## config.mk

```make
export PLATFORM = sky130hd
export DESIGN_NAME = nn_writeback
export DESIGN_NICKNAME = d
export VERILOG_FILES = /design/src/logic/nn_engine_pkg.sv /design/src/logic/nn_writeback.sv
export VERILOG_INCLUDE_DIRS = /design/src /design/src/logic
export SDC_FILE = /design/constraint.sdc
export NUM_CORES = 1
export LEC_CHECK = 0
export BUFFER_PORTS_ARGS = -buffer_cell sky130_fd_sc_hd__buf_2
export CAP_MARGIN = 20
export CORE_MARGIN = 2
export CORE_UTILIZATION = 30
export DETAILED_ROUTE_END_ITERATION = 10
export PLACE_DENSITY = 0.49
export SYNTH_ARGS = -nofsm -noshare
export SYNTH_HDL_FRONTEND = slang
export SYNTH_SLANG_ARGS = --single-unit
```

## constraint.sdc

```tcl
create_clock -name clk -period 110.3 [get_ports clk]
set_input_delay 0 -clock clk [delete_from_list [all_inputs] [get_ports clk]]
set_output_delay 0 -clock clk [all_outputs]
set_load 0.05 [all_outputs]
```

## src/logic/nn_engine_defs.svh

```systemverilog
`ifndef NN_ENGINE_DEFS_SVH
`define NN_ENGINE_DEFS_SVH

`define NN_LANES   4
`define NN_DW      16  // sample and weight width
`define NN_AW      32  // lane accumulator width
`define NN_ADDR_W  10

// apb register map
`define NN_REG_CTRL    8'h00
`define NN_REG_KERNEL  8'h04
`define NN_REG_STRIDE  8'h08
`define NN_REG_COUNT   8'h0C
`define NN_REG_BIAS    8'h10
`define NN_REG_STATUS  8'h14
`define NN_REG_CYCLES  8'h18

`endif
```

## src/logic/nn_engine_pkg.sv

```systemverilog
`default_nettype none

package nn_engine_pkg;

	// layer operation as written to CTRL[1:0]
	typedef enum logic [1:0] {
		OP_NONE    = 2'd0,
		OP_CONV    = 2'd1,
		OP_MAXPOOL = 2'd2,
		OP_AVEPOOL = 2'd3
	} nn_op_e;

	// window sequencer states
	typedef enum logic [1:0] {
		FS_IDLE  = 2'd0,
		FS_RUN   = 2'd1,  // issuing beats
		FS_FLUSH = 2'd2   // waiting for the last drain
	} feed_state_e;

endpackage

`default_nettype wire

```

## src/logic/nn_writeback.sv

```systemverilog
`default_nettype none
`include "nn_engine_defs.svh"

module nn_writeback (
	input  logic                        clk,
	input  logic                        rst,
	input  nn_engine_pkg::nn_op_e       i_op,
	input  logic [7:0]                  i_kernel,
	input  logic [`NN_DW-1:0]           i_bias,
	input  logic                        i_start,
	input  logic                        i_res_valid,
	input  logic [`NN_LANES*`NN_AW-1:0] i_res,
	output logic                        o_wb_busy,
	output logic                        o_out_valid,
	output logic [`NN_DW-1:0]           o_out_data,
	output logic [15:0]                 o_out_index
);
	import nn_engine_pkg::*;

	localparam int SW   = `NN_AW + 4;  // headroom for the cross-lane sum
	localparam int SELW = (`NN_LANES > 1) ? $clog2(`NN_LANES) : 1;
	localparam logic signed [SW-1:0] SAT_MAX = SW'((1 << (`NN_DW - 1)) - 1);

	logic [`NN_LANES*`NN_AW-1:0] res_q;
	logic                        pend;  // captured with words left to emit
	logic [SELW-1:0]             sel;
	logic                        sel_last;
	logic signed [SW-1:0]        conv_sum;
	logic signed [`NN_AW-1:0]    lane_res;
	logic signed [`NN_AW-1:0]    lane_avg;
	logic [`NN_DW-1:0]           out_nxt;

	always_comb begin
		conv_sum = SW'($signed(i_bias));
		for (int i = 0; i < `NN_LANES; i++)
			conv_sum = conv_sum + SW'($signed(res_q[i*`NN_AW +: `NN_AW]));
	end

	assign lane_res = res_q[sel*`NN_AW +: `NN_AW];
	assign lane_avg = lane_res / $signed({1'b0, i_kernel});  // truncates toward zero

	// conv emits a single word, pooling one per lane
	assign sel_last = (i_op != OP_MAXPOOL && i_op != OP_AVEPOOL) ||
	                  (sel == SELW'(`NN_LANES - 1));

	always_comb begin
		case (i_op)
			OP_CONV: begin
				if (conv_sum < 0)
					out_nxt = '0;  // relu
				else if (conv_sum > SAT_MAX)
					out_nxt = SAT_MAX[`NN_DW-1:0];
				else
					out_nxt = conv_sum[`NN_DW-1:0];
			end
			OP_MAXPOOL: out_nxt = lane_res[`NN_DW-1:0];
			OP_AVEPOOL: out_nxt = lane_avg[`NN_DW-1:0];
			default:    out_nxt = '0;
		endcase
	end

	assign o_wb_busy = pend | o_out_valid;

	always_ff @(posedge clk or posedge rst) begin
		if (rst) begin
			pend        <= 1'b0;
			sel         <= '0;
			o_out_valid <= 1'b0;
			o_out_index <= 16'd0;
		end else begin
			o_out_valid <= 1'b0;
			if (i_res_valid) begin
				pend <= 1'b1;
				sel  <= '0;
			end else if (pend) begin
				o_out_valid <= 1'b1;
				if (sel_last)
					pend <= 1'b0;
				else
					sel <= sel + 1'b1;
			end
			if (i_start)
				o_out_index <= 16'd0;
			else if (o_out_valid)
				o_out_index <= o_out_index + 16'd1;
		end
	end

	always_ff @(posedge clk) begin
		if (i_res_valid)
			res_q <= i_res;
		if (pend)
			o_out_data <= out_nxt;
	end

endmodule

`default_nettype wire

```

==> impl_results.rst, run 1 <==
.. list-table::
   :header-rows: 1

   * - Metric
     - Value
   * - Share of cells above drive strength 1
     - 0.122
   * - First-pass GRT wire length
     - 155000 um
   * - Number of hold buffers added after cts
     - approximately 130
   * - Area growth from synthesis to layout
     - 14.5%
   * - Result of the run
     - completed
   * - Type of the setup path with the least slack
     - register to register
   * - Via count
     - 28400
   * - Required time of the critical path
     - 110520 ps
   * - Number of top-level design ports
     - 192
   * - Total gr overflow
     - 0
   * - Standard-cell rows
     - 115
   * - Max Fclk
     - 10.1 MHz
   * - Total length of routed wires
     - 97500 um
   * - Max_cap viols
     - 0
   * - Width of the die
     - 318 um
   * - Setup repair after global routing missed its margin
     - false
   * - Number of placed instances with taps included
     - 4922
   * - Quantity of gates resized following cts
     - 0
   * - Die footprint
     - 101000 um^2
   * - Worst Tran Pin Value
     - between 1000 and 1500 ps
   * - CP max stage cell
     - sky130_fd_sc_hd__nor4b_1
   * - Pins Over Slew Limit
     - 0
   * - Source of the critical timing path
     - sel[0]
   * - Uppermost routed layer
     - met5
   * - Final weighted congestion of routability-driven global placement
     - 0.889
   * - Postcts setup bufs
     - 0
   * - Die height
     - 318 um
   * - Yosys warns
     - 0
   * - Number of enable-type register cells in the synthesized netlist
     - 144
   * - Maximum number of buffers from clock root to sink
     - 3
   * - Worst R2R Setup Slack
     - 10830 ps
   * - Post-Syn Area per Cell
     - between 8 and 9 um^2
   * - Ratio of final minimum period to clock period
     - 0.902
   * - Final critical path time including I/O delays and setup
     - 99470 ps
   * - Yosys top cell area share
     - 0.146
   * - Area of the mapped netlist
     - 29600 um^2
   * - Total routing resource utilization after global routing
     - 0.188
   * - Number of non-filler instances in the completed layout
     - 5088
   * - DRC Markers
     - 0
   * - Yosys top cell by area
     - sky130_fd_sc_hd__edfxtp_1
   * - Capturing element of the worst setup path
     - o_out_data[12]
   * - Setup violation total in the final timing report
     - 0
   * - CTS HTree Levels
     - 4
   * - Startpoint type of the worst setup path
     - register
   * - Max-Slew Margin vs Limit
     - 0.236
   * - Top flip-flop cell by instance count after synthesis
     - sky130_fd_sc_hd__edfxtp_1
   * - Part of the Yosys area used for sequential elements
     - 0.163
   * - Core region area
     - 98100 um^2
   * - Critical R2R Launch
     - sel[0]
   * - Library cell with the highest instance count after synthesis
     - sky130_fd_sc_hd__nor2_1
   * - Met2 Routed Length
     - 43800 um
   * - Tightest Hold Check Type
     - input port to register
   * - Met3 routed WL
     - 4790 um
   * - Maximum fanout along the worst path
     - 30
   * - Buffer type at the clock tree root
     - sky130_fd_sc_hd__clkbuf_16
   * - Clock input transition at the sequential cells of the worst setup and hold paths
     - 60 ps
   * - CP most frequent cell
     - sky130_fd_sc_hd__o21a_1
   * - Ranking of synthesized cells by area
     - sky130_fd_sc_hd__edfxtp_1 (15%), sky130_fd_sc_hd__ha_1 (11%), sky130_fd_sc_hd__fa_1 (6.6%)
   * - Number of cells on the worst reg-to-reg path
     - 402
   * - Number of global-route vias before repair
     - 27900
   * - Routed length on met1
     - 46800 um
   * - Starting DRC count in detailed routing
     - approximately 1800
   * - Via density
     - 5.59
   * - Initial antenna violation count
     - 1
   * - Slowest cell delay on critical path
     - 800 ps
   * - ANT nets after route
     - 0
   * - Top cell types by occurrence after synthesis
     - sky130_fd_sc_hd__nor2_1 (335), sky130_fd_sc_hd__nand2_1 (286), sky130_fd_sc_hd__ha_1 (269)
   * - Worst clock skew on the final layout
     - 26.8 ps
   * - Clk Latency, worst-skew pair
     - around 500 ps
   * - Worst Path Arrival
     - 99690 ps
   * - Final-layout setup total negative slack
     - 0 ps
   * - Routed length per instance
     - about 19 um
   * - Distinct cell type count of the synthesized netlist
     - 133
   * - Largest net degree at the start of global routing
     - 73
   * - Effective utilization at floorplan
     - 0.302
   * - Clock Sink Count
     - 164
   * - Ys async rst share
     - 0.122
   * - Count of port buffers added during placement
     - 191
   * - Yosys reg bits
     - between 150 and 200
   * - Final number of hold-violating endpoints
     - 0
   * - Capturing point of the worst reg2reg path
     - o_out_data[12]
   * - DRT Pass-1 Iters
     - 5
   * - Post-Synthesis Cells
     - 3524
   * - Number of buffers created by CTS
     - 25
   * - Number of nets in the synthesized netlist
     - 4049
   * - Nets
     - 4320
   * - CTS tree
     - built
   * - Endpoint class of the critical path
     - register
   * - Post-DP HPWL
     - approximately 80000 um
==> cell families after synthesis <==
group                    after synthesis  share of synthesized area
AND/OR/NAND/NOR                     1370                      0.240
buffers and inverters                200                     0.0281
multiplexers                         141                     0.0637
XOR/XNOR                             211                     0.0626
AO/OA/AOI/OAI                       1070                      0.262
flip-flops                           164                      0.163
adder cells (fa/ha/maj)              368                      0.180
==> worst min path at each step <==
| stage | startpoint | to | slack (ps) | depth (start not counted) |
|---|---|---|---|---|
| 5_1_grt | i_op[0] | o_out_data[15] | 130 | 3 |
| 3_3_place_gp | i_res[125] | res_q[125] | 180 | 1 |
| 4_1_cts | i_res_valid | sel[1] | 80 | 2 |
| 6_report | i_res_valid | sel[1] | 70 | 2 |
| 2_1_floorplan | rst | o_out_index[0] | -40 | 1 |
| 3_5_place_dp | i_res[93] | res_q[93] | 180 | 1 |
==> routing by layer <==
layer / GRT usage / vias up
li1: - / 14100
met1: 0.261 / 13600
met2: 0.308 / 667
met3: 0.0259 / 93
met4: 0.0461 / 2
met5: 0 / -
==> worst max-delay path: cells and delay by family, from the launching register on <==
kind,cells,cell delay [ps]
AO/OA/AOI/OAI,226,52150
XOR/XNOR,1,180
adder cells (fa/ha/maj),33,9970
buffers and inverters,21,2730
flip-flops,1,460
multiplexers,9,2920
AND/OR/NAND/NOR,112,30460
==> metrics by stage <==
stage	setup slack [ps]	hold slack, ps	util	area (um^2)
CTS	10960	81.0	0.346	33900
finish	10830	74.3	0.346	33900
global route	938	134	0.346	33900
floorplan	24510	-36.2	-	29600
global placement	13300	177	0.325	31900
detailed placement	11230	178	0.325	31900
==> cell usage in the layout (no fill, tap or decap), drive strengths merged, types with 57 or more instances in the layout <==
cell,instances
inv,93
ha,269
edfxtp,144
mux2i,57
o21a,194
buf,219
fa,98
xnor2,130
dlygate4sd3,131
nor2,338
o21ai,153
xor2,81
nand2,288
nor3,220
nand3,82
o31ai,90
a21oi,193
==> cell type report <==
cell class / count / area (um^2)
diodes: 1 / 2.50
clock buffers: 27 / 633
clock inverters: 5 / 23.8
fillers: 10200 / 64200
flip-flops and latches: 164 / 4830
inverters: 94 / 353
repair buffers: 350 / 2480
well taps: 1287 / 1610
multi-input cells: 3160 / 24000
==> registers in the layout (all words and copies together) (netlist names) <==
register,flops
res_q,128
o_out_data,16
o_out_index,16
sel,2
o_out_valid,1
pend,1
Power of run 1 is not shown: default switching activity piles up to over one toggle a cycle in this logic, so the estimate is an artifact.
==> run 2, diff against run 1 <==
Settings changed: PLACE_DENSITY 0.49 to 0.51.
Clock period 110.3 ns to 80.5 ns, I/O delays scaled along.
==> impl_results.rst, run 2 (synthesized netlist as in run 1, its figures left out) <==
.. list-table::
   :header-rows: 1

   * - Metric
     - Value
   * - Setup repair after global routing missed its margin
     - true
   * - Tightest Hold Check Type
     - input port to register
   * - Hold_ws
     - 112 ps (+38.0 ps)
   * - Total length of routed wires
     - 106000 um (+8.7%)
   * - Summed area of non-filler cells in the final layout
     - 38000 um^2 (+12%)
   * - Number of buffers created by CTS
     - 25 (unchanged)
   * - Worst clock skew on the final layout
     - 24.0 ps (-2.81 ps)
   * - Standard-cell rows
     - 115 (unchanged)
   * - Total area of multi-input combinational cells
     - 25500 um^2 (+6.1%)
   * - Worst R2R Setup Slack
     - 3610 ps (-7220 ps)
   * - Width of the die
     - 318 um (unchanged)
   * - Setup violation total in the final timing report
     - 0 (unchanged)
   * - DRC Markers
     - 0 (unchanged)
   * - ANT nets after route
     - 0 (unchanged)
   * - Max-Slew Margin vs Limit
     - 0.282 (+0.0464)
   * - Initial antenna violation count
     - 3 (+2)
   * - Number of non-filler instances in the completed layout
     - 5420 (+6.5%)
   * - Type of the setup path with the least slack
     - register to register
   * - Final number of hold-violating endpoints
     - 0 (unchanged)
   * - Endpoint class of the critical path
     - register
   * - Largest register FFs
     - 128 (unchanged)
   * - Fill cell count
     - 10100 (-1.0%)
   * - Effective utilization at floorplan
     - 0.302 (unchanged)
   * - CTS tree
     - built
   * - CP most frequent cell
     - sky130_fd_sc_hd__o21a_1
   * - Final weighted congestion of routability-driven global placement
     - 0.908 (+2.0%)
   * - Total routing resource utilization after global routing
     - 0.197 (+0.00857)
   * - Largest net degree at the start of global routing
     - 68 (-6.8%)
   * - CTS HTree Levels
     - 4 (unchanged)
   * - Nets
     - 4649 (+7.6%)
   * - Required time of the critical path
     - 80720 ps (-29800 ps)
   * - Area taken by flip-flops and latches
     - 4830 um^2 (unchanged)
   * - Cell class contributing the biggest share of worst-path delay
     - compound AO/OA/AOI/OAI gates
   * - Number of global-route vias before repair
     - 28600 (+2.4%)
   * - Die height
     - 318 um (unchanged)
   * - Registers with the most flip-flops
     - res_q: 128 flops, o_out_data: 16 flops, o_out_index: 16 flops
   * - Post-DP HPWL
     - 82700 um (+4.0%)
   * - Total gr overflow
     - 0 (unchanged)
   * - Sum of buffers and inverters on the critical path
     - 23 (+9.5%)
   * - Startpoint type of the worst setup path
     - register
   * - Register with the most flip-flops
     - res_q
   * - Core region area
     - 98100 um^2 (unchanged)
   * - Area growth from synthesis to layout
     - 28.3%
   * - Worst Tran Pin Value
     - 1070 ps (-66.8 ps)
   * - Starting DRC count in detailed routing
     - 1775 (-3.4%)
   * - Max_cap viols
     - 0 (unchanged)
   * - Number of top-level design ports
     - 192 (unchanged)
   * - Routed length per instance
     - 19.6 um (+2.0%)
   * - Via density
     - 5.55 (-0.64%)
   * - Total placed instance area
     - 33200 um^2 (+4.0%)
   * - Most frequent cells in the layout
     - sky130_fd_sc_hd__buf_4 (335), sky130_fd_sc_hd__nor2_1 (294), sky130_fd_sc_hd__nand2_1 (269)
   * - CP max stage cell
     - sky130_fd_sc_hd__or4b_2
   * - Slowest cell delay on critical path
     - 600 ps (-200 ps)
   * - Via count
     - 30100 (+5.8%)
   * - Most common library cell in the layout ignoring fill and taps
     - sky130_fd_sc_hd__buf_4
   * - Ratio of final minimum period to clock period
     - 0.955 (+0.0534)
   * - Max Fclk
     - 13.0 MHz (+29%)
   * - Clock Sink Count
     - 164 (unchanged)
   * - Number of placed instances with taps included
     - 5058 (+2.8%)
   * - DRT Pass-1 Iters
     - 5 (unchanged)
   * - Die footprint
     - 101000 um^2 (unchanged)
   * - First-pass GRT wire length
     - 162000 um (+4.1%)
   * - Worst Path Arrival
     - 77110 ps (-22580 ps)
   * - Buffer type at the clock tree root
     - sky130_fd_sc_hd__clkbuf_16
   * - Clock input transition at the sequential cells of the worst setup and hold paths
     - 60 ps (about the same)
   * - Final critical path time including I/O delays and setup
     - 76890 ps (-22580 ps)
   * - Count of port buffers added during placement
     - 191 (unchanged)
   * - Pins Over Slew Limit
     - 0 (unchanged)
   * - Clk Latency, worst-skew pair
     - 510 ps (about the same)
   * - Maximum fanout along the worst path
     - 7 (-77%)
   * - Share of cells above drive strength 1
     - 0.246 (+0.124)
   * - Maximum number of buffers from clock root to sink
     - 3 (unchanged)
   * - Result of the run
     - completed
-- run 2: changes by cell type in the layout (fill, tap and decap cells not counted), sizes merged --
| cell | previous run | this run |
|---|---|---|
| diode | 1 | 3 |
| o21a | 194 | 195 |
| buf | 219 | 542 |
| and2 | 54 | 55 |
| clkdlybuf4s15 | 0 | 1 |
| inv | 93 | 94 |
| clkinv | 5 | 6 |
| clkbuf | 27 | 29 |
-- run 2: worst paths after layout --
check | start | endpoint | cells after the start
worst max-delay path | sel[0] | o_out_data[12] | 414
worst min-delay path | i_res_valid | sel[0] | 2
worst max register to register | sel[0] | o_out_data[12] | 414
worst min register to register | o_out_index[15] | o_out_index[15] | 2
max in group asynchronous | rst | sel[0] | 3
min in group asynchronous | rst | o_out_index[4] | 3
-- run 2: stage by stage --
step | util | setup WS [ps] | setup TNS [ps]
2_1_floorplan | - | 57.4 | 0
5_1_grt | 0.387 | -702 | -6290
3_3_place_gp | 0.338 | -203 | -495
3_5_place_dp | 0.339 | -1740 | -18500
4_1_cts | 0.362 | 119 | 0
6_report | 0.387 | 3610 | 0
-- run 2: layout make-up --
| cell class | instances | share of cell area |
|---|---|---|
| tap | 1287 | 0.0424 |
| timing repair buffer | 677 | 0.134 |
| sequential | 164 | 0.127 |
| clock buffer | 26 | 0.0166 |
| antenna | 3 | 0.000197 |
| clock inverter | 7 | 0.000922 |
| multi-input combinational | 3162 | 0.670 |
| inverter | 94 | 0.00928 |
-- run 2: what timing repair did --
action                                  4_1_cts  5_1_grt
hold endpoints to repair                    167        0
gates resized for setup                      20      267
pin swaps                                    12      179
setup buffers                                28      158
endpoints found under the setup margin       16       16
hold buffers                                131        0
cloned                                        3        5
-- run 2: per-layer routing --
metal / vias up / GRT usage / part of all wire
met3: 107 / 0.0195 / 0.045
met5: - / 0 / 0
li1: 14700 / - / -
met1: 14500 / 0.270 / 0.46
met4: 0 / 0.0487 / 0.025
met2: 764 / 0.332 / 0.47
Power of run 2 is left out for the same reason.
==> run 3, diff against run 2 <==
Settings changed: PLACE_DENSITY 0.51 to 0.49.
Clock period 80.5 ns to 77.4 ns, I/O delays scaled along.
==> impl_results.rst, run 3 (synthesized netlist as in run 1, its figures left out) <==
.. list-table::
   :header-rows: 1

   * - Metric
     - Value
   * - Maximum fanout along the worst path
     - 8 (+1)
   * - Type of the setup path with the least slack
     - register to register
   * - Clock input transition at the sequential cells of the worst setup and hold paths
     - 70 ps (about the same)
   * - Endpoint class of the critical path
     - register
   * - Pins Over Slew Limit
     - 0 (unchanged)
   * - Count of port buffers added during placement
     - 191 (unchanged)
   * - Clock Sink Count
     - 164 (unchanged)
   * - Via density
     - 5.55 (-0.14%)
   * - Die height
     - 318 um (unchanged)
   * - Required time of the critical path
     - 77560 ps (-3160 ps)
   * - Tightest Hold Check Type
     - input port to register
   * - Antenna diode instance count
     - 0 (-3)
   * - Largest net degree at the start of global routing
     - 68 (unchanged)
   * - Result of the run
     - completed
   * - Effective utilization at floorplan
     - 0.302 (unchanged)
   * - Via count
     - 30700 (+2.0%)
   * - Share of cells above drive strength 1
     - 0.283 (+0.0369)
   * - Setup repair after global routing missed its margin
     - true
   * - CTS tree
     - built
   * - Width of the die
     - 318 um (unchanged)
   * - Final critical path time including I/O delays and setup
     - 74620 ps (-2270 ps)
   * - DRT Pass-1 Iters
     - 5 (unchanged)
   * - Startpoint type of the worst setup path
     - register
   * - Summed area of non-filler cells in the final layout
     - 39300 um^2 (+3.4%)
   * - CP most frequent cell
     - sky130_fd_sc_hd__o21a_1
   * - Total placed instance area
     - 34300 um^2 (+3.4%)
   * - Total length of routed wires
     - 108000 um (+2.0%)
   * - Number of buffers created by CTS
     - 17 (-32%)
   * - Worst clock skew on the final layout
     - 11.5 ps (-12.5 ps)
   * - Largest register FFs
     - 128 (unchanged)
   * - DRC Markers
     - 0 (unchanged)
   * - Ratio of final minimum period to clock period
     - 0.964 (+0.00896)
   * - Total gr overflow
     - 0 (unchanged)
   * - Nets
     - 4761 (+2.4%)
   * - First-pass GRT wire length
     - 167000 um (+3.2%)
   * - Buffer type at the clock tree root
     - sky130_fd_sc_hd__clkbuf_16
   * - Worst Tran Pin Value
     - 1090 ps (+20.3 ps)
   * - Slowest cell delay on critical path
     - 580 ps (-20 ps)
   * - Final number of hold-violating endpoints
     - 0 (unchanged)
   * - Routed length per instance
     - 19.5 um (-0.10%)
   * - Standard-cell rows
     - 115 (unchanged)
   * - Clk Latency, worst-skew pair
     - 450 ps (-60 ps)
   * - Number of top-level design ports
     - 192 (unchanged)
   * - Die footprint
     - 101000 um^2 (unchanged)
   * - Post-DP HPWL
     - 85700 um (+3.7%)
   * - Max Fclk
     - 13.4 MHz (+3.0%)
   * - Worst Path Arrival
     - 74790 ps (-2320 ps)
   * - Setup violation total in the final timing report
     - 0 (unchanged)
   * - Final weighted congestion of routability-driven global placement
     - 0.881 (-2.9%)
   * - Starting DRC count in detailed routing
     - 2013 (+13%)
   * - Total routing resource utilization after global routing
     - 0.203 (+0.00579)
   * - Number of global-route vias before repair
     - 29400 (+2.8%)
   * - Most frequent cells in the layout
     - sky130_fd_sc_hd__buf_4 (455), sky130_fd_sc_hd__nor2_1 (280), sky130_fd_sc_hd__nand2_1 (265)
   * - Maximum number of buffers from clock root to sink
     - 2 (-1)
   * - CP max stage cell
     - sky130_fd_sc_hd__or4b_4
   * - Most common library cell in the layout ignoring fill and taps
     - sky130_fd_sc_hd__buf_4
   * - CTS HTree Levels
     - 4 (unchanged)
   * - Max_cap viols
     - 0 (unchanged)
   * - Registers with the most flip-flops
     - res_q: 128 flops, o_out_data: 16 flops, o_out_index: 16 flops
   * - Register with the most flip-flops
     - res_q
   * - Core region area
     - 98100 um^2 (unchanged)
   * - Area growth from synthesis to layout
     - 32.6%
   * - Initial antenna violation count
     - 1 (-2)
   * - ANT nets after route
     - 0 (unchanged)
   * - Max-Slew Margin vs Limit
     - 0.268 (-0.0136)
[run 3: cell types whose count changed in the layout (fill, tap and decap cells not counted), moves of 10 or more]
cell                      delta
sky130_fd_sc_hd__buf_4     +120
sky130_fd_sc_hd__nor2_1     -14
sky130_fd_sc_hd__nor2_4     +10
sky130_fd_sc_hd__a21oi_1    -11
[run 3: area by class of cell]
class / count / area, um^2
clock inverters: 15 / 168
clock buffers: 17 / 425
inverters: 94 / 353
multi-input cells: 3162 / 25900
flip-flops and latches: 164 / 4830
repair buffers: 797 / 6000
fillers: 9984 / 58800
well taps: 1287 / 1610
[run 3: worst paths after layout]
check	slack, ps	endpoint	start	depth (start not counted)
max	2780	o_out_data[12]	sel[0]	414
min	170	sel[1]	i_res_valid	2
max reg2reg	2780	o_out_data[12]	sel[0]	414
min reg2reg	540	o_out_index[15]	o_out_index[15]	2
max in group asynchronous	76540	sel[1]	rst	3
min in group asynchronous	280	pend	rst	3
[run 3: timing repair]
| item | 4_1_cts | 5_1_grt |
|---|---|---|
| endpoints found under the hold margin | 166 | 0 |
| setup buffers | 36 | 193 |
| gates cloned | 1 | 3 |
| pin swaps | 14 | 204 |
| endpoints found under the setup margin | 16 | 16 |
| resized for setup | 34 | 229 |
| hold buffers | 131 | 0 |
[run 3: critical path, delay by kind of cell, from the launching register on]
family	cells	cell delay (ps)
multiplexers	10	2950
AND/OR/NAND/NOR	106	17670
XOR/XNOR	1	160
buffers and inverters	41	4520
flip-flops	1	430
AO/OA/AOI/OAI	224	39700
adder cells (fa/ha/maj)	32	8800
[run 3: metrics by stage]
stage | setup WS [ps] | hold WS (ps) | TNS (ps) | util | cells
2_1_floorplan | -110 | -36.2 | -201 | - | 3524
3_3_place_gp | -576 | 176 | -2700 | 0.350 | 5142
3_5_place_dp | -1910 | 178 | -23040 | 0.350 | 5142
4_1_cts | 1.02 | 166 | 0 | 0.374 | 5342
5_1_grt | -1130 | 211 | -13310 | 0.400 | 5536
6_report | 2780 | 171 | 0 | 0.400 | 5536
[run 3: metal layers]
layer / up-vias / GRT usage / routed length [um]
li1: 15000 / - / -
met1: 14900 / 0.283 / 51500
met2: 683 / 0.346 / 51300
met3: 92 / 0.0152 / 3950
met4: 2 / 0.0330 / 1410
met5: - / 0 / 13
Power of run 3 is left out for the same reason.
